<file path="src/source/avmm_pkg.sv">
package avmm_pkg;

    // Avalon-MM read side with one 512-bit beat per transfer
    localparam int BEAT_BYTES     = 64;
    localparam int WORDS_PER_BEAT = 16;

    typedef logic [63:0]  avmm_addr_t;   // byte address
    typedef logic [511:0] avmm_beat_t;
    typedef logic [63:0]  avmm_be_t;
    typedef logic [2:0]   avmm_burst_t;

endpackage

</file>
<file path="src/source/loader_pkg.sv">
package loader_pkg;

    localparam int CORES      = 4;
    localparam int INSN_WORDS = 64;    // per core
    localparam int DATA_WORDS = 128;   // per core
    localparam int INSN_BEATS = 4;
    localparam int DATA_BEATS = 8;

    typedef logic [1:0]  core_id_t;
    typedef logic [31:0] word_t;
    typedef logic [5:0]  insn_index_t;
    typedef logic [6:0]  data_index_t;

    typedef enum logic [2:0] {
        IDLE,
        INSN_REQ,
        INSN_WAIT,
        INSN_WRITE,
        DATA_REQ,
        DATA_WAIT,
        DATA_WRITE
    } load_state_t;

endpackage

</file>
<file path="src/source/load_sequencer.sv">
`timescale 1ns/1ns

module load_sequencer (
    input  logic                    clk,
    input  logic                    reset,

    input  logic                    kick,
    output logic                    busy,
    input  avmm_pkg::avmm_addr_t    memory_base_addr,
    input  loader_pkg::core_id_t    target_core,

    output logic                    beat_req,
    output avmm_pkg::avmm_addr_t    beat_addr,
    input  logic                    beat_valid,
    input  avmm_pkg::avmm_beat_t    beat_data,

    output loader_pkg::core_id_t    wr_core,
    output logic                    insn_we,
    output loader_pkg::insn_index_t insn_wr_index,
    output logic                    data_we,
    output loader_pkg::data_index_t data_wr_index,
    output loader_pkg::word_t       wr_word
);
    import avmm_pkg::*;
    import loader_pkg::*;

    load_state_t state;
    logic        busy_q;
    logic [3:0]  beat_cnt;
    insn_index_t insn_cnt;
    data_index_t data_cnt;
    avmm_addr_t  base_q;
    avmm_beat_t  beat_sr;    // unpacked low word first

    logic        accept;
    logic        writing;
    logic [3:0]  word_pos;
    logic        beat_done;

    assign accept    = (state == IDLE) && kick && !busy_q;
    assign writing   = (state == INSN_WRITE) || (state == DATA_WRITE);
    assign word_pos  = (state == DATA_WRITE) ? data_cnt[3:0] : insn_cnt[3:0];
    assign beat_done = word_pos == 4'(WORDS_PER_BEAT - 1);

    assign busy      = busy_q | kick;
    assign beat_req  = (state == INSN_REQ) || (state == DATA_REQ);
    assign beat_addr = base_q + avmm_addr_t'(beat_cnt) * avmm_addr_t'(BEAT_BYTES);

    always_ff @(posedge clk) begin
        if (reset) begin
            state    <= IDLE;
            busy_q   <= 1'b0;
            beat_cnt <= '0;
            insn_cnt <= '0;
            data_cnt <= '0;
            insn_we  <= 1'b0;
            data_we  <= 1'b0;
        end else begin
            insn_we <= 1'b0;
            data_we <= 1'b0;
            case (state)
                IDLE: begin
                    busy_q <= accept;   // drops one cycle after the last write
                    if (accept) begin
                        beat_cnt <= '0;
                        insn_cnt <= '0;
                        data_cnt <= '0;
                        state    <= INSN_REQ;
                    end
                end
                INSN_REQ: state <= INSN_WAIT;
                INSN_WAIT: begin
                    if (beat_valid) begin
                        state <= INSN_WRITE;
                    end
                end
                INSN_WRITE: begin
                    insn_we  <= 1'b1;
                    insn_cnt <= insn_cnt + 1'b1;
                    if (beat_done) begin
                        beat_cnt <= beat_cnt + 1'b1;
                        if (beat_cnt == 4'(INSN_BEATS - 1)) begin
                            state <= DATA_REQ;
                        end else begin
                            state <= INSN_REQ;
                        end
                    end
                end
                DATA_REQ: state <= DATA_WAIT;
                DATA_WAIT: begin
                    if (beat_valid) begin
                        state <= DATA_WRITE;
                    end
                end
                DATA_WRITE: begin
                    data_we  <= 1'b1;
                    data_cnt <= data_cnt + 1'b1;
                    if (beat_done) begin
                        beat_cnt <= beat_cnt + 1'b1;
                        if (beat_cnt == 4'(INSN_BEATS + DATA_BEATS - 1)) begin
                            state <= IDLE;   // end of image
                        end else begin
                            state <= DATA_REQ;
                        end
                    end
                end
                default: state <= IDLE;
            endcase
        end
    end

    always_ff @(posedge clk) begin
        if (accept) begin
            base_q  <= memory_base_addr;
            wr_core <= target_core;
        end
        if (beat_valid && ((state == INSN_WAIT) || (state == DATA_WAIT))) begin
            beat_sr <= beat_data;
        end else if (writing) begin
            beat_sr <= beat_sr >> $bits(word_t);
        end
        wr_word       <= beat_sr[$bits(word_t)-1:0];
        insn_wr_index <= insn_cnt;
        data_wr_index <= data_cnt;
    end

endmodule

</file>
<file path="config.mk">
export PLATFORM = sky130hd
export DESIGN_NAME = load_sequencer
export DESIGN_NICKNAME = d
export VERILOG_FILES = /design/src/source/avmm_pkg.sv /design/src/source/loader_pkg.sv /design/src/source/load_sequencer.sv
export SDC_FILE = /design/constraint.sdc
export NUM_CORES = 1
export LEC_CHECK = 0
export ABC_AREA = 1
export BUFFER_PORTS_ARGS = -buffer_cell sky130_fd_sc_hd__buf_4
export CORE_AREA = 2 2 273 275
export CTS_BUF_LIST = sky130_fd_sc_hd__clkbuf_2
export DETAILED_ROUTE_END_ITERATION = 16
export DIE_AREA = 0 0 275 277
export SYNTH_ARGS = -nofsm -noshare
export SYNTH_HDL_FRONTEND = slang
export SYNTH_SLANG_ARGS = --single-unit
</file>
<file path="constraint.sdc">
create_clock -name clk -period 17.2 [get_ports clk]
set_clock_uncertainty 0.1 [all_clocks]
set_input_delay 0 -clock clk [delete_from_list [all_inputs] [get_ports clk]]
set_output_delay 0 -clock clk [all_outputs]
set_load 0.02 [all_outputs]
</file>
==> reports/metrics.yaml, run 1 <==
outcome:
  run_status: "aborted with a tool error"
  haltStage: "4_1_cts"
  error: "[ERROR RSZ-0060] Max buffer count reached."
clock_network:
  cts_sinks: 646
  cts_setup_buffers: 0
  cts_hold_buf: 753
  clk_path_buf_depth: 3
  post_cts_resized: 0
  h-tree-depth: 4
  cts_made_buffers: 170
  clockRootBuffer: "clkbuf_2"
placement:
  place_area_um2: 33630
  dp_hpwl_um: 57740
  dp_cells: 3457
  numPortBuffers: 696
  gp_congestion: 0.9042
synth:
  ys_top_cells_by_area: "edfxtp_1 (63%), mux2_1 (18%), dfxtp_1 (4.9%)"
  synth_edf_count: 578
  synth-compound-area-share: 0.008269
  synth_top_family_by_area: "multiplexers"
  ys_seq_area_frac: 0.6760
  yosysWarnings: 0
  yosys.area_share.xor_xnor: 0.01012
  synthSimpleGateAreaFrac: 0.07085
  async_reset_ff_frac: 0
  syn_avg_cell_area_um2: 15.01
  synth_fa_ha_area_frac: 0.003886
  yosys_most_used_dff: "edfxtp_1"
  synthMuxAreaShare: 0.1952
  synth_cell_types: 35
  synth_top_area_share: 0.6268
  syn_nets: 2435
  yosysTopAreaCell: "edfxtp_1"
  synth_cells: 1845
  synth-seq-cells: 646
  synth_area_um2: 27690
die:
  io_pins: 697
  start_util: 0.3764
  fp-row-count: 100
  die_w_um: 275
  die_height_um: 277
==> Yosys cell counts, types with 2 or more instances <==
library cell and count:
xnor2_1 18, buf_6 45, dfxtp_1 68, mux2_1 434, nand3_2 2, nand3_1 39
edfxtp_1 578, o21ai_0 24, clkbuf_1 2, and2_1 3, buf_4 10, inv_1 95
buf_2 7, xor2_1 14, a21oi_1 16, nand3b_1 12, nand2_1 238, ha_1 7
nand4_1 17, nor2_1 156, mux2_2 46
==> through the flow <==
stage / util / setup slack (ps)
after floorplan: - / 6237
after global placement: 0.4571 / 11150
after detailed placement: 0.4571 / 11000
==> kinds of logic after synthesis <==
| kind of cell | Yosys count |
|---|---|
| buffers and inverters | 161 |
| XOR/XNOR | 32 |
| adder cells (fa/ha/maj) | 8 |
| AO/OA/AOI/OAI | 44 |
| AND/OR/NAND/NOR | 474 |
| multiplexers | 480 |
| flip-flops | 646 |
==> run 2: changes to the inputs <==
Settings changed: CORE_AREA 2 2 273 275 to 2 2 350 352, CTS_BUF_LIST sky130_fd_sc_hd__clkbuf_2 to default, DIE_AREA 0 0 275 277 to 0 0 352 354, PLACE_DENSITY_LB_ADDON from default to 0.15.
Clock period 17.2 ns to 22.4 ns, I/O delays scaled along.
==> reports/metrics.yaml, run 2 <==
worst_setup_path:
  r2r_end: "beat_sr[29]"
  crit_type: "reg2reg"
  startpoint_type: "flip-flop"
  cp.required_ps: 22690
  worstSetupEndpointType: "flip-flop"
  cp-startpoint: "state[0]"
  critPathMaxFanout: 104
  worstRegToRegCells: 8
  regToRegStartpoint: "state[0]"
  crit_path_end: "beat_sr[29]"
  ff2ff_setup_slack_ps: 17420
  arrival_ps: 5280
timing:
  finalSetupTns_ps: 0
  setup_viol: 0
  rsz0062_at_grt: "no"
  hold_violations: 0
  final_max_slew_viol_count: 0
  max_slew_margin: 0.2512
  fin_crit_sh: 0.2225
  fmax_mhz: 200.6
  worst_pin_slew_ps: 1123
  post-route-min-period_ps: 4984
synth:
  synthTopCellsByCount: "edfxtp_1 (578), mux2_1 (434), nand2_1 (238)"
  synth_cells: 1845  # unchanged
  synth_edf_count: 578  # unchanged
  ys_top_cells_by_area: "edfxtp_1 (63%), mux2_1 (18%), dfxtp_1 (4.9%)"
  syn_nets: 2435  # unchanged
  synth_top_area_share: 0.6268  # unchanged
  yosysWarnings: 0  # unchanged
  yosys_most_used_dff: "edfxtp_1"
  yosysTopAreaCell: "edfxtp_1"
  async_reset_ff_frac: 0  # unchanged
  synth-seq-cells: 646  # unchanged
  syn_avg_cell_area_um2: 15.01  # unchanged
  ys_seq_area_frac: 0.6760  # unchanged
  synth.most_common_cell: "edfxtp_1"
  synth_cell_types: 35  # unchanged
  synth_area_um2: 27690  # unchanged
outcome:
  run_status: "complete, no violations"
grt:
  grt_use_total: 0.1376
  antenna_found_initial: 29
  grt_pass1_vias: 21400
  grt-ovfl-total: 0
  grt_max_degree: 168
  grt_first_pass_wirelength_um: 131300
layout:
  multiInputGateArea_um2: 8013
  drive_gt1_frac: 0.2691
  design_area_um2: 43670
  syn_to_final_growth_pct: 57.70
  seqCellArea_um2: 18720
  layout_common_cells: "buf_4 (705), dlygate4sd3_1 (644), edfxtp_1 (578)"
  nNetsFinal: 3805
  largest_reg_flops: 512
  largestRegisters: "beat_sr: 512 flops, base_q: 64 flops, wr_word: 32 flops"
  largest-register: "beat_sr"
  fill_cells: 11770
  final_common_cell: "buf_4"
clock_network:
  cts_tree: "built"
  clk_pin_slew_worst_paths_ps: 60
  insertion_delay_ps: 650
  h-tree-depth: 3  # -1
  clk_path_buf_depth: 3  # unchanged
  cts_made_buffers: 81  # -52%
  cts_setup_buffers: 0  # unchanged
  cts_sinks: 646  # unchanged
  clockRootBuffer: "clkbuf_16"
die:
  io_pins: 697  # unchanged
  dieArea_um2: 124600
  core_area_um2: 120900
  die_height_um: 354  # +28%
  die_w_um: 352  # +28%
  fp-row-count: 128  # +28%
  start_util: 0.2290  # -0.1474
placement:
  place_area_um2: 34460  # +2.5%
  numPortBuffers: 696  # unchanged
  gp_congestion: 0.8902  # -1.5%
  dp_hpwl_um: 62870  # +8.9%
drt:
  drt_iter0_markers: 1066
  drc: 0
  wire_per_inst_um: 17.82
  postRouteAntennaNets: 0
  vias_per_cell: 3.960
  via_count: 19480
  drt_pass1_iterations: 5
  drt-total-wl_um: 87660
power:
  ir_drop_mv: 0.07366
  pwr_density_cell_nw_per_um2: 98.23
  leakage_nw: 16.80
job:
  drv_cap: 0
worst_hold_path:
  hp-class: "in2reg"
[run 2: cell counts after synthesis]
No cell type changed its count.
[run 2: final cells by class]
class,count,share of cell area
well taps,1625,0.04656
clock buffers,104,0.05172
inverters,97,0.008338
clock inverters,45,0.01074
diodes,13,0.0007450
repair buffers,1351,0.2697
multi-input cells,1038,0.1835
flip-flops and latches,646,0.4287
[run 2: through the flow]
stage	total power, mW	worst slack [ps]	util	hold slack [ps]	instances
floorplan	2.805	4692	-	-1.131	1845
global placement	2.880	17490	0.2850	78.10	4113
detailed placement	2.902	17370	0.2850	79.26	4113
CTS	4.376	17380	0.3609	3.051	4906
global route	4.523	17040	0.3611	13.66	4917
finish	4.289	17420	0.3611	54.14	4919
[run 2: cell families (layout without fill, tap and decap cells)]
group	after synthesis	in the layout	share of synthesized area
fa+ha+maj	8	8	0.003886
buf+inv	161	1597	0.03570
mux	480	480	0.1952
other cells	0	13	0
flops	646	646	0.6760
simple gates	474	474	0.07085
compound gates	44	44	0.008270
xor+xnor	32	32	0.01012
[run 2: per-layer routing]
metal  vias up  share of wire  GRT usage
met5         -        0.00040          0
met4         6          0.027    0.04764
met3       133          0.055    0.03015
met2       568           0.51     0.2435
met1      9329           0.41     0.1640
li1       9444              -          -
[run 2: critical path, stage by stage (launching register included)]
cell,delay [ps]
dfxtp_1,480
inv_2,100
nand3_2,100
nand2_1,150
nand2_8,610
buf_4,850
buf_4,760
buf_4,870
mux2_2,420
[run 2: where the power goes]
part	internal, mW	switching [mW]	total (mW)	leakage (nW)
Combinational	0.447	0.546	0.993	9.57
Sequential	1.84	0.123	1.96	5.90
Clock	0.790	0.544	1.33	1.34
Total	3.08	1.21	4.29	16.8
[run 2: worst min-delay path by stage]
stage / startpoint / endpoint / slack, ps / depth (start not counted)
after global routing: memory_base_addr[54] / base_q[54] / 10 / 2
final: memory_base_addr[54] / base_q[54] / 50 / 2
after detailed placement: memory_base_addr[1] / base_q[1] / 80 / 1
after floorplan: memory_base_addr[0] / base_q[0] / -1 / 0
after CTS: reset / busy_q / 3 / 3
after global placement: memory_base_addr[1] / base_q[1] / 80 / 1
[run 2: repair_timing]
action | in CTS | in global routing
setup endpoints to repair | 0 | 0
hold buffers | 644 | 0
hold endpoints to repair | 601 | 0
resized for setup | 0 | 0
(Power assumes the default switching activity.)
