`config.mk`:
```
export PLATFORM = sky130hd
export DESIGN_NAME = avmm_read_master
export DESIGN_NICKNAME = d
export VERILOG_FILES = /design/src/source/avmm_pkg.sv /design/src/source/avmm_read_master.sv
export SDC_FILE = /design/constraint.sdc
export NUM_CORES = 1
export LEC_CHECK = 0
export BUFFER_PORTS_ARGS = -buffer_cell sky130_fd_sc_hd__buf_4
export CAP_MARGIN = 20
export CELL_PAD_IN_SITES_DETAIL_PLACEMENT = 0
export CELL_PAD_IN_SITES_GLOBAL_PLACEMENT = 2
export CORE_AREA = 2 2 482 484
export DETAILED_ROUTE_END_ITERATION = 16
export DIE_AREA = 0 0 484 486
export PLACE_DENSITY = 0.36
export SYNTH_ARGS = -nofsm -noshare
export SYNTH_HDL_FRONTEND = slang
export SYNTH_SLANG_ARGS = --single-unit
```
`constraint.sdc`:
```
create_clock -name clk -period 0.8 [get_ports clk]
set_clock_uncertainty 0.1 [all_clocks]
set_input_delay 0.04 -clock clk [delete_from_list [all_inputs] [get_ports clk]]
set_output_delay 0.04 -clock clk [all_outputs]
set_load 0.005 [all_outputs]
```
`src/source/avmm_pkg.sv`:
```
package avmm_pkg;

    // Avalon-MM read side with one 512-bit beat per transfer
    localparam int BEAT_BYTES     = 64;
    localparam int WORDS_PER_BEAT = 16;

    typedef logic [63:0]  avmm_addr_t;   // byte address
    typedef logic [511:0] avmm_beat_t;
    typedef logic [63:0]  avmm_be_t;
    typedef logic [2:0]   avmm_burst_t;

endpackage

```
`src/source/avmm_read_master.sv`:
```
`timescale 1ns/1ns

module avmm_read_master (
    input  logic                   clk,
    input  logic                   reset,

    input  logic                   beat_req,
    input  avmm_pkg::avmm_addr_t   beat_addr,
    output logic                   beat_valid,
    output avmm_pkg::avmm_beat_t   beat_data,

    input  logic                   m0_waitrequest,
    input  logic                   m0_readdatavalid,
    input  avmm_pkg::avmm_beat_t   m0_readdata,
    output avmm_pkg::avmm_addr_t   m0_address,
    output logic                   m0_read,
    output avmm_pkg::avmm_burst_t  m0_burstcount,
    output avmm_pkg::avmm_be_t     m0_byteenable
);
    import avmm_pkg::*;

    // single beats with every byte enabled
    assign m0_burstcount = avmm_burst_t'(1);
    assign m0_byteenable = '1;

    always_ff @(posedge clk) begin
        if (reset) begin
            m0_read    <= 1'b0;
            beat_valid <= 1'b0;
        end else begin
            if (beat_req) begin
                m0_read <= 1'b1;
            end else if (m0_read && !m0_waitrequest) begin
                m0_read <= 1'b0;   // accepted by slave
            end
            beat_valid <= m0_readdatavalid;
        end
    end

    // address held steady while waitrequest stalls the read
    always_ff @(posedge clk) begin
        if (beat_req) begin
            m0_address <= beat_addr;
        end
        if (m0_readdatavalid) begin
            beat_data <= m0_readdata;
        end
    end

endmodule

```
Word level (Yosys, flattened, before mapping)
Cells that the tools add are included.

cells by class
  reductions and logical operators = 3
  mux-type cells = 2

operator list
  operator            count
  1-bit 2-to-1 mux    2
  2-bit nonzero test  1
  1-bit logical AND   1
  1-bit logical NOT   1

word-level totals
  output and inout bits = 645
  input bits = 581
  register bits after elaboration = 578

Depth between registers and ports, before layout
Gate-level depths: netlist of run 1.

  word-level depth = 4
  mapped depth = 2

Worst setup path after synthesis of run 1
Ideal clock, no wire load.

  path kind = register -> register
  start = reg m0_read
  end = reg m0_read
  stages on the path, launching flop included = 3
  setup time = 0.114 ns
  buffers on the path = 0
  arrival = 0.449 ns
  path slack = 0.137 ns
  cells stage by stage = dfxtp_1 > a21oi_1 > nor2_1

on the way
  cells in the longest elaborated chain, start to end = 2

ends and longest elaborated chain
  what                          line                    RTL
  start, declared               avmm_read_master.sv:16  output logic m0_read,
  start signal, assigned        avmm_read_master.sv:28  m0_read <= 1'b0;
  start signal, assigned        avmm_read_master.sv:32  m0_read <= 1'b1;
  start signal, assigned        avmm_read_master.sv:34  m0_read <= 1'b0;
  1-bit logical AND             avmm_read_master.sv:33  end else if (m0_read && !m0_waitrequest) begin
  2-bit nonzero test (no line)  -

No other way between the ends.
A chain may end at the register's enable or synchronous reset.

Worst setup path in the final report of run 1
  start = in m0_readdatavalid
  end = reg beat_data[343] (enable)

RTL lines
  what                  line                    RTL
  start, declared       avmm_read_master.sv:13  input logic m0_readdatavalid,
  end signal, assigned  avmm_read_master.sv:46  beat_data <= m0_readdata;
  end, declared         avmm_read_master.sv:10  output avmm_pkg::avmm_beat_t beat_data,

No word-level cell between the ends.

==> flow_results.xml, run 1 <==
<?xml version="1.0" encoding="UTF-8"?>
<metrics>
  <group name="run_status">
    <metric name="outcome" unit="">finished, violations left</metric>
    <metric name="failed_checks" unit="">hold timing, setup timing</metric>
  </group>
  <group name="sta">
    <metric name="finalWorstSetupSlack" unit="ps">-836</metric>
    <metric name="worst_slew_margin_rel" unit="">0.602</metric>
    <metric name="final-hold-violation-count" unit="">148</metric>
    <metric name="finalSetupTns" unit="ps">-540480</metric>
    <metric name="finalSetupViolCount" unit="">864</metric>
    <metric name="whs" unit="ps">-60.3</metric>
    <metric name="setup_repair_after_global_routing_missed_its_margin" unit="">yes</metric>
    <metric name="post-route-min-period" unit="ps">1640</metric>
    <metric name="finalCritPeriodShare" unit="">2.05</metric>
    <metric name="max_freq" unit="GHz">0.611</metric>
    <metric name="count_of_pins_over_their_slew_limit" unit="">0</metric>
    <metric name="worst-slew-pin-transition" unit="ps">595</metric>
  </group>
  <group name="cells_and_area">
    <metric name="final_cells" unit="">5713</metric>
    <metric name="final.fill_count" unit="">25200</metric>
    <metric name="share_of_cells_above_drive_strength_1" unit="">0.508</metric>
    <metric name="final_cell_area" unit="um2">41300</metric>
    <metric name="multiInputGateArea" unit="um2">267</metric>
    <metric name="area_growth_syn_to_layout" unit="%">131</metric>
    <metric name="utilization" unit="">0.180</metric>
    <metric name="final_net_count" unit="">3112</metric>
    <metric name="seq_area" unit="um2">17300</metric>
  </group>
  <group name="power">
    <metric name="p_comb_frac" unit="">0.154</metric>
    <metric name="power_report.internal_total" unit="mW">64.8</metric>
    <metric name="irDropWorstVdd" unit="uV">1320</metric>
    <metric name="clock_power_share" unit="">0.418</metric>
    <metric name="netSwitchingFraction" unit="">0.260</metric>
    <metric name="seq_power_share" unit="">0.429</metric>
    <metric name="powerDensity" unit="nW/um2">2120</metric>
    <metric name="static-leakage-power" unit="nW">16.2</metric>
    <metric name="power_dissipated_by_switching_net_loads" unit="mW">22.8</metric>
  </group>
  <group name="flow_run">
    <metric name="max-cap-violations" unit="">0</metric>
  </group>
  <group name="floorplanning">
    <metric name="chipWidth" unit="um">484</metric>
    <metric name="floorplan.core_area" unit="um2">229000</metric>
    <metric name="chipHeight" unit="um">486</metric>
    <metric name="start_util" unit="">0.0778</metric>
    <metric name="ios" unit="">1226</metric>
    <metric name="core.rowCount" unit="">176</metric>
    <metric name="die-area" unit="um2">235000</metric>
  </group>
  <group name="global_route">
    <metric name="antenna_found_initial" unit="">245</metric>
    <metric name="globalRouteTotalUtil" unit="">0.138</metric>
    <metric name="grt_pass1_vias" unit="">15800</metric>
    <metric name="pin_count_of_the_biggest_net_entering_global_routing" unit="">39</metric>
    <metric name="grt_pass1_wl" unit="mm">203</metric>
    <metric name="globalRouteOverflowTotal" unit="">0</metric>
  </group>
  <group name="critical_path">
    <metric name="setup.worst_path.start_class" unit="">input port</metric>
    <metric name="data_required_time_of_the_worst_path" unit="ps">1110</metric>
    <metric name="critical_path_class" unit="">in -&gt; reg</metric>
    <metric name="critical_path_arrival" unit="ps">1950</metric>
    <metric name="crit_path_end_kind" unit="">flop</metric>
    <metric name="worstPathMaxFanout" unit="">33</metric>
  </group>
  <group name="placement">
    <metric name="dp_slack" unit="ps">-450</metric>
    <metric name="post-dp-hpwl" unit="mm">148</metric>
    <metric name="io_buffers" unit="">1158</metric>
    <metric name="final_weighted_congestion_in_routability_driven_placement" unit="">0.865</metric>
    <metric name="numPlacedInstances" unit="">4881</metric>
    <metric name="post_dp_cell_area" unit="um2">30700</metric>
  </group>
  <group name="logic_synthesis">
    <metric name="synth_area" unit="um2">17900</metric>
    <metric name="yosys_warnings" unit="">0</metric>
    <metric name="syn_inst" unit="">650</metric>
    <metric name="synthesis.area_per_instance" unit="um2">27.5</metric>
    <metric name="synth.lib_cells_used.distinct" unit="">7</metric>
    <metric name="synth.yosys.seq_area_share" unit="">0.971</metric>
    <metric name="synth_seq_cells" unit="">578</metric>
  </group>
  <group name="drt">
    <metric name="antenna_violating_nets_post_route" unit="">0</metric>
    <metric name="detail_route.first_pass.iterations" unit="">4</metric>
    <metric name="post_drt_wl_per_cell" unit="um">29.4</metric>
    <metric name="drt-vias-per-instance" unit="">2.63</metric>
    <metric name="initialDrtViolationCount" unit="">658</metric>
    <metric name="drt-total-wl" unit="mm">168</metric>
    <metric name="vias" unit="">15000</metric>
    <metric name="detail_route.drc_violations" unit="">0</metric>
  </group>
  <group name="clock_network">
    <metric name="cts.clk_slew.worst_paths" unit="ps">70</metric>
    <metric name="htree_levels" unit="">3</metric>
    <metric name="cts_buffers" unit="">80</metric>
    <metric name="clock-root-buffer" unit="">sky130_fd_sc_hd__clkbuf_16</metric>
    <metric name="cts_setup_buffers" unit="">0</metric>
    <metric name="clkSinkCount" unit="">578</metric>
    <metric name="cts_buffer_depth" unit="">3</metric>
    <metric name="clock_latency" unit="ps">690</metric>
    <metric name="clock_tree_from_tritoncts" unit="">done</metric>
  </group>
  <group name="hold_path">
    <metric name="class_of_the_worst_hold_path" unit="">in -&gt; reg</metric>
  </group>
</metrics>
-- cells in the final DEF, fill, tap and decap left out, types with 7 or more instances in the layout --
| cell | synthesis | final |
|---|---|---|
| sky130_fd_sc_hd__buf_12 | 0 | 20 |
| sky130_fd_sc_hd__dlymetal6s4s_1 | 0 | 12 |
| sky130_fd_sc_hd__edfxtp_1 | 576 | 576 |
| sky130_fd_sc_hd__diode_2 | 0 | 91 |
| sky130_fd_sc_hd__conb_1 | 2 | 67 |
| sky130_fd_sc_hd__dlygate4sd3_1 | 0 | 587 |
| sky130_fd_sc_hd__clkinv_2 | 0 | 11 |
| sky130_fd_sc_hd__clkbuf_1 | 0 | 13 |
| sky130_fd_sc_hd__bufinv_16 | 0 | 7 |
| sky130_fd_sc_hd__buf_6 | 0 | 469 |
| sky130_fd_sc_hd__clkbuf_16 | 0 | 80 |
| sky130_fd_sc_hd__clkinv_1 | 0 | 19 |
| sky130_fd_sc_hd__buf_4 | 67 | 712 |
-- cell type report --
cell class | instances | area share
Antenna cell | 91 | 0.00551
Multi-Input combinational cell | 70 | 0.00645
Tap cell | 3026 | 0.0916
Sequential cell | 578 | 0.419
Clock buffer | 93 | 0.0496
Clock inverter | 54 | 0.0144
Timing Repair Buffer | 1801 | 0.413
-- Yosys cell counts --
cell | n | area (um2)
sky130_fd_sc_hd__edfxtp_1 | 576 | 17300
sky130_fd_sc_hd__buf_4 | 67 | 503
sky130_fd_sc_hd__conb_1 | 2 | 7.51
sky130_fd_sc_hd__dfxtp_1 | 2 | 40.0
sky130_fd_sc_hd__a21oi_1 | 1 | 5.00
sky130_fd_sc_hd__nor2_1 | 1 | 3.75
sky130_fd_sc_hd__nor2b_1 | 1 | 6.26
-- state kept, by name, summed over array words and instances (netlist names) --
name and count:
beat_data 512, beat_valid 1, m0_address 64, m0_read 1
-- power groups by stage --
stage,Clock [mW],Sequential [mW],Combinational [mW]
2_1_floorplan,0,37.6,0.310
3_3_place_gp,0,37.9,9.73
3_5_place_dp,0,37.8,9.69
4_1_cts,38.2,37.6,14.1
5_1_grt,39.3,37.8,14.2
6_report,36.6,37.5,13.5
-- final timing paths --
| path | cells after the start | from | endpoint | slack, ps |
|---|---|---|---|---|
| worst min register to register | 2 | m0_read | m0_read | 430 |
| worst min-delay path | 2 | m0_readdata[174] | beat_data[174] | -60 |
| worst max-delay path | 6 | m0_readdatavalid | beat_data[343] | -840 |
| worst max register to register | 2 | m0_read | m0_read | 80 |
-- critical path, stage by stage --
cell and delay, ps:
sky130_fd_sc_hd__buf_8 90, sky130_fd_sc_hd__buf_12 100, sky130_fd_sc_hd__buf_12 140, sky130_fd_sc_hd__dlygate4sd3_1 940
sky130_fd_sc_hd__buf_12 280, sky130_fd_sc_hd__buf_12 260
-- logic make-up after synthesis --
family / count (synthesis) / synth area share
AOI/OAI and AO/OA: 1 / 0.000280
DFF: 578 / 0.971
buffers and inverters: 67 / 0.0282
other: 2 / 0.000420
and+or+nand+nor: 2 / 0.000560
-- routing by layer --
layer | share of wire | global-route usage | wire, um
met4 | 0.020 | 0.0270 | 3360
met1 | 0.42 | 0.171 | 70900
met2 | 0.43 | 0.208 | 72400
met3 | 0.12 | 0.0784 | 19900
met5 | 0.0072 | 0 | 1210
-- metrics by stage --
stage / hold slack [ps] / total power [mW]
after floorplan: 11.6 / 37.9
after global placement: 118 / 47.6
after detailed placement: 119 / 47.5
after CTS: -135 / 89.9
after global routing: -125 / 91.3
final: -60.3 / 87.6
-- repair_timing --
action | in CTS | in global routing
resized for setup | 409 | 74
hold buffers | 640 | 3
endpoints found under the hold margin | 1154 | 309
gates cloned | 0 | 0
pin swaps | 0 | 1
setup endpoints to repair | 578 | 922
Power figures use the tool's default switching activity.
==> inputs of run 2 (changes only) <==
--- a/config.mk
+++ b/config.mk
@@ -9,10 +9,11 @@
 export CAP_MARGIN = 20
 export CELL_PAD_IN_SITES_DETAIL_PLACEMENT = 0
 export CELL_PAD_IN_SITES_GLOBAL_PLACEMENT = 2
-export CORE_AREA = 2 2 482 484
+export CORE_AREA = 2 2 479 481
 export DETAILED_ROUTE_END_ITERATION = 16
-export DIE_AREA = 0 0 484 486
-export PLACE_DENSITY = 0.36
+export DIE_AREA = 0 0 481 483
+export PLACE_DENSITY = 0.35
+export REMOVE_ABC_BUFFERS = 1
 export SYNTH_ARGS = -nofsm -noshare
 export SYNTH_HDL_FRONTEND = slang
 export SYNTH_SLANG_ARGS = --single-unit
==> constraint.sdc (replaced) <==
create_clock -name clk -period 2 [get_ports clk]
set_clock_uncertainty 0.1 [all_clocks]
set_input_delay 0.1 -clock clk [delete_from_list [all_inputs] [get_ports clk]]
set_output_delay 0.1 -clock clk [all_outputs]
set_load 0.005 [all_outputs]
==> run 2 against run 1 <==
  * The run now ends clean
  * Routed wire length is 13% lower
  * Sequential power is 61% lower
  * Clock power is 61% lower
  * Worst hold slack better by 140 ps
  * Cell area is 1.7% higher
  * Die area is 1.2% lower
  * Utilization is 0.51 points higher
  * Critical path type unchanged
  * Largest cell class is now non-clock buffers
==> flow_results.xml, run 2 (synthesis gave the netlist of run 1 again) <==
<?xml version="1.0" encoding="UTF-8"?>
<metrics>
  <group name="critical_path">
    <metric name="critical_path_buf_inv_count" unit="">5</metric>
    <metric name="worst_path_dominant_cell_family" unit="">buffers and inverters</metric>
    <metric name="reg2reg_setup_slack" unit="ps">220</metric>
    <metric name="worstPathMaxFanout" unit="">40</metric>
    <metric name="data_required_time_of_the_worst_path" unit="ps">2550</metric>
    <metric name="cp.depth" unit="">7</metric>
    <metric name="cp_common_cell" unit="">sky130_fd_sc_hd__dlygate4sd3_1</metric>
    <metric name="worstPathCellList" unit="">dlygate4sd3_1, buf_8, buf_16, a21oi_1, dlygate4sd3_1, nor2_1, dlygate4sd3_1</metric>
    <metric name="worstRegToRegCells" unit="">4</metric>
    <metric name="crit_slowest_cell" unit="">sky130_fd_sc_hd__dlygate4sd3_1</metric>
    <metric name="critical_path_class" unit="">in -&gt; reg</metric>
    <metric name="max_stage_delay" unit="ps">560</metric>
    <metric name="setup.worst_path.start_class" unit="">input port</metric>
    <metric name="critical_path_arrival" unit="ps">2470</metric>
    <metric name="crit_path_end_kind" unit="">flop</metric>
  </group>
  <group name="cells_and_area">
    <metric name="mostFrequentLayoutCell" unit="">sky130_fd_sc_hd__buf_4</metric>
    <metric name="share_of_cells_above_drive_strength_1" unit="">0.454</metric>
    <metric name="final_net_count" unit="">3383</metric>
    <metric name="layout_common_cells" unit="">sky130_fd_sc_hd__buf_4 (1175), sky130_fd_sc_hd__dlygate4sd3_1 (884), sky130_fd_sc_hd__edfxtp_1 (576)</metric>
    <metric name="top_register_by_number_of_flip_flops" unit="">beat_data</metric>
    <metric name="utilization" unit="">0.185</metric>
    <metric name="final_cell_area" unit="um2">42000</metric>
    <metric name="top_regs" unit="">beat_data (512), m0_address (64)</metric>
    <metric name="largest_register_ffs" unit="">512</metric>
    <metric name="area_growth_syn_to_layout" unit="%">135</metric>
  </group>
  <group name="drt">
    <metric name="initialDrtViolationCount" unit="">607</metric>
    <metric name="vias" unit="">15700</metric>
    <metric name="drt-total-wl" unit="mm">145</metric>
    <metric name="detail_route.drc_violations" unit="">0</metric>
    <metric name="drt-vias-per-instance" unit="">2.63</metric>
    <metric name="detail_route.first_pass.iterations" unit="">4</metric>
    <metric name="antenna_violating_nets_post_route" unit="">0</metric>
    <metric name="post_drt_wl_per_cell" unit="um">24.4</metric>
    <metric name="top_layer_used_by_detailed_routing" unit="">met5</metric>
    <metric name="routedLengthMet1" unit="mm">60.8</metric>
    <metric name="wl_met2" unit="mm">63.0</metric>
    <metric name="detailroute.wirelength.met3" unit="mm">17.5</metric>
  </group>
  <group name="sta">
    <metric name="finalSetupViolCount" unit="">0</metric>
    <metric name="final-hold-violation-count" unit="">0</metric>
    <metric name="whs" unit="ps">80.1</metric>
    <metric name="worst_slew_margin_rel" unit="">0.513</metric>
    <metric name="max_freq" unit="GHz">0.523</metric>
    <metric name="finalSetupTns" unit="ps">0</metric>
    <metric name="worst-slew-pin-transition" unit="ps">730</metric>
    <metric name="count_of_pins_over_their_slew_limit" unit="">0</metric>
    <metric name="finalCritPeriodShare" unit="">0.956</metric>
    <metric name="post-route-min-period" unit="ps">1910</metric>
    <metric name="setup_repair_after_global_routing_missed_its_margin" unit="">no</metric>
  </group>
  <group name="hold_path">
    <metric name="hold-path-cell-count" unit="">2</metric>
    <metric name="class_of_the_worst_hold_path" unit="">in -&gt; reg</metric>
  </group>
  <group name="power">
    <metric name="netSwitchingFraction" unit="">0.255</metric>
    <metric name="p_comb_frac" unit="">0.151</metric>
    <metric name="static-leakage-power" unit="nW">16.6</metric>
    <metric name="powerDensity" unit="nW/um2">808</metric>
    <metric name="power_report.internal_total" unit="mW">25.3</metric>
    <metric name="irDropWorstVdd" unit="uV">618</metric>
    <metric name="clock_power_share" unit="">0.414</metric>
    <metric name="power_dissipated_by_switching_net_loads" unit="mW">8.65</metric>
    <metric name="seq_power_share" unit="">0.435</metric>
  </group>
  <group name="global_route">
    <metric name="globalRouteTotalUtil" unit="">0.120</metric>
    <metric name="pin_count_of_the_biggest_net_entering_global_routing" unit="">91</metric>
    <metric name="antenna_found_initial" unit="">197</metric>
    <metric name="grt_pass1_wl" unit="mm">180</metric>
    <metric name="globalRouteOverflowTotal" unit="">0</metric>
    <metric name="grt_pass1_vias" unit="">16500</metric>
  </group>
  <group name="floorplanning">
    <metric name="floorplan.core_area" unit="um2">227000</metric>
    <metric name="core.rowCount" unit="">175</metric>
    <metric name="ios" unit="">1226</metric>
    <metric name="start_util" unit="">0.0787</metric>
    <metric name="die-area" unit="um2">232000</metric>
    <metric name="chipHeight" unit="um">483</metric>
    <metric name="chipWidth" unit="um">481</metric>
  </group>
  <group name="clock_network">
    <metric name="clock_tree_from_tritoncts" unit="">done</metric>
    <metric name="clkSinkCount" unit="">578</metric>
    <metric name="clock-root-buffer" unit="">sky130_fd_sc_hd__clkbuf_16</metric>
    <metric name="cts_buffers" unit="">80</metric>
    <metric name="clock_latency" unit="ps">700</metric>
    <metric name="cts_buffer_depth" unit="">3</metric>
    <metric name="htree_levels" unit="">3</metric>
    <metric name="cts.clk_slew.worst_paths" unit="ps">70</metric>
  </group>
  <group name="flow_run">
    <metric name="max-cap-violations" unit="">0</metric>
  </group>
  <group name="run_status">
    <metric name="outcome" unit="">finished clean</metric>
  </group>
  <group name="placement">
    <metric name="post-dp-hpwl" unit="mm">125</metric>
    <metric name="post_dp_cell_area" unit="um2">30400</metric>
    <metric name="io_buffers" unit="">1158</metric>
    <metric name="final_weighted_congestion_in_routability_driven_placement" unit="">0.807</metric>
  </group>
</metrics>
-- run 2: timing repair --
| action | CTS | global route |
|---|---|---|
| setup buffers | 0 | 0 |
| endpoints found under the hold margin | 1071 | 0 |
| resized for setup | 0 | 4 |
| setup endpoints to repair | 0 | 1 |
| hold buffers | 884 | 0 |
-- run 2: metrics by stage --
step | setup WS [ps] | total power [mW] | cells
floorplan | 1340 | 15.1 | 648
global placement | 654 | 18.7 | 4845
detailed placement | 643 | 18.7 | 4845
CTS | 52.8 | 35.0 | 5877
global route | 24.7 | 35.4 | 5923
finish | 87.9 | 34.0 | 5958
-- run 2: worst paths after layout --
| check | from | end |
|---|---|---|
| hold reg to reg | m0_read | m0_read |
| setup reg to reg | m0_read | m0_read |
| hold / removal | beat_addr[55] | m0_address[55] |
| setup / recovery | beat_req | m0_read |
-- run 2: metal layers --
| metal | GRT usage | vias up |
|---|---|---|
| li1 | - | 6912 |
| met1 | 0.148 | 7376 |
| met2 | 0.185 | 957 |
| met3 | 0.0632 | 295 |
| met4 | 0.0242 | 150 |
| met5 | 0 | - |
-- run 2: layout make-up --
type | count | area [um2]
fillers | 24900 | 185000
repair buffers | 2072 | 17900
diodes | 81 | 203
clock inverters | 51 | 444
well taps | 3009 | 3760
multi-input cells | 70 | 267
clock buffers | 97 | 2090
flip-flops and latches | 578 | 17300
-- run 2: power groups by stage --
stage / registers, mW / logic, mW / clock network, mW
after floorplan: 15.0 / 0.0289 / 0
after global placement: 15.0 / 3.69 / 0
after detailed placement: 15.0 / 3.67 / 0
after CTS: 14.8 / 5.35 / 14.8
after global routing: 14.9 / 5.49 / 15.1
final: 14.8 / 5.13 / 14.1
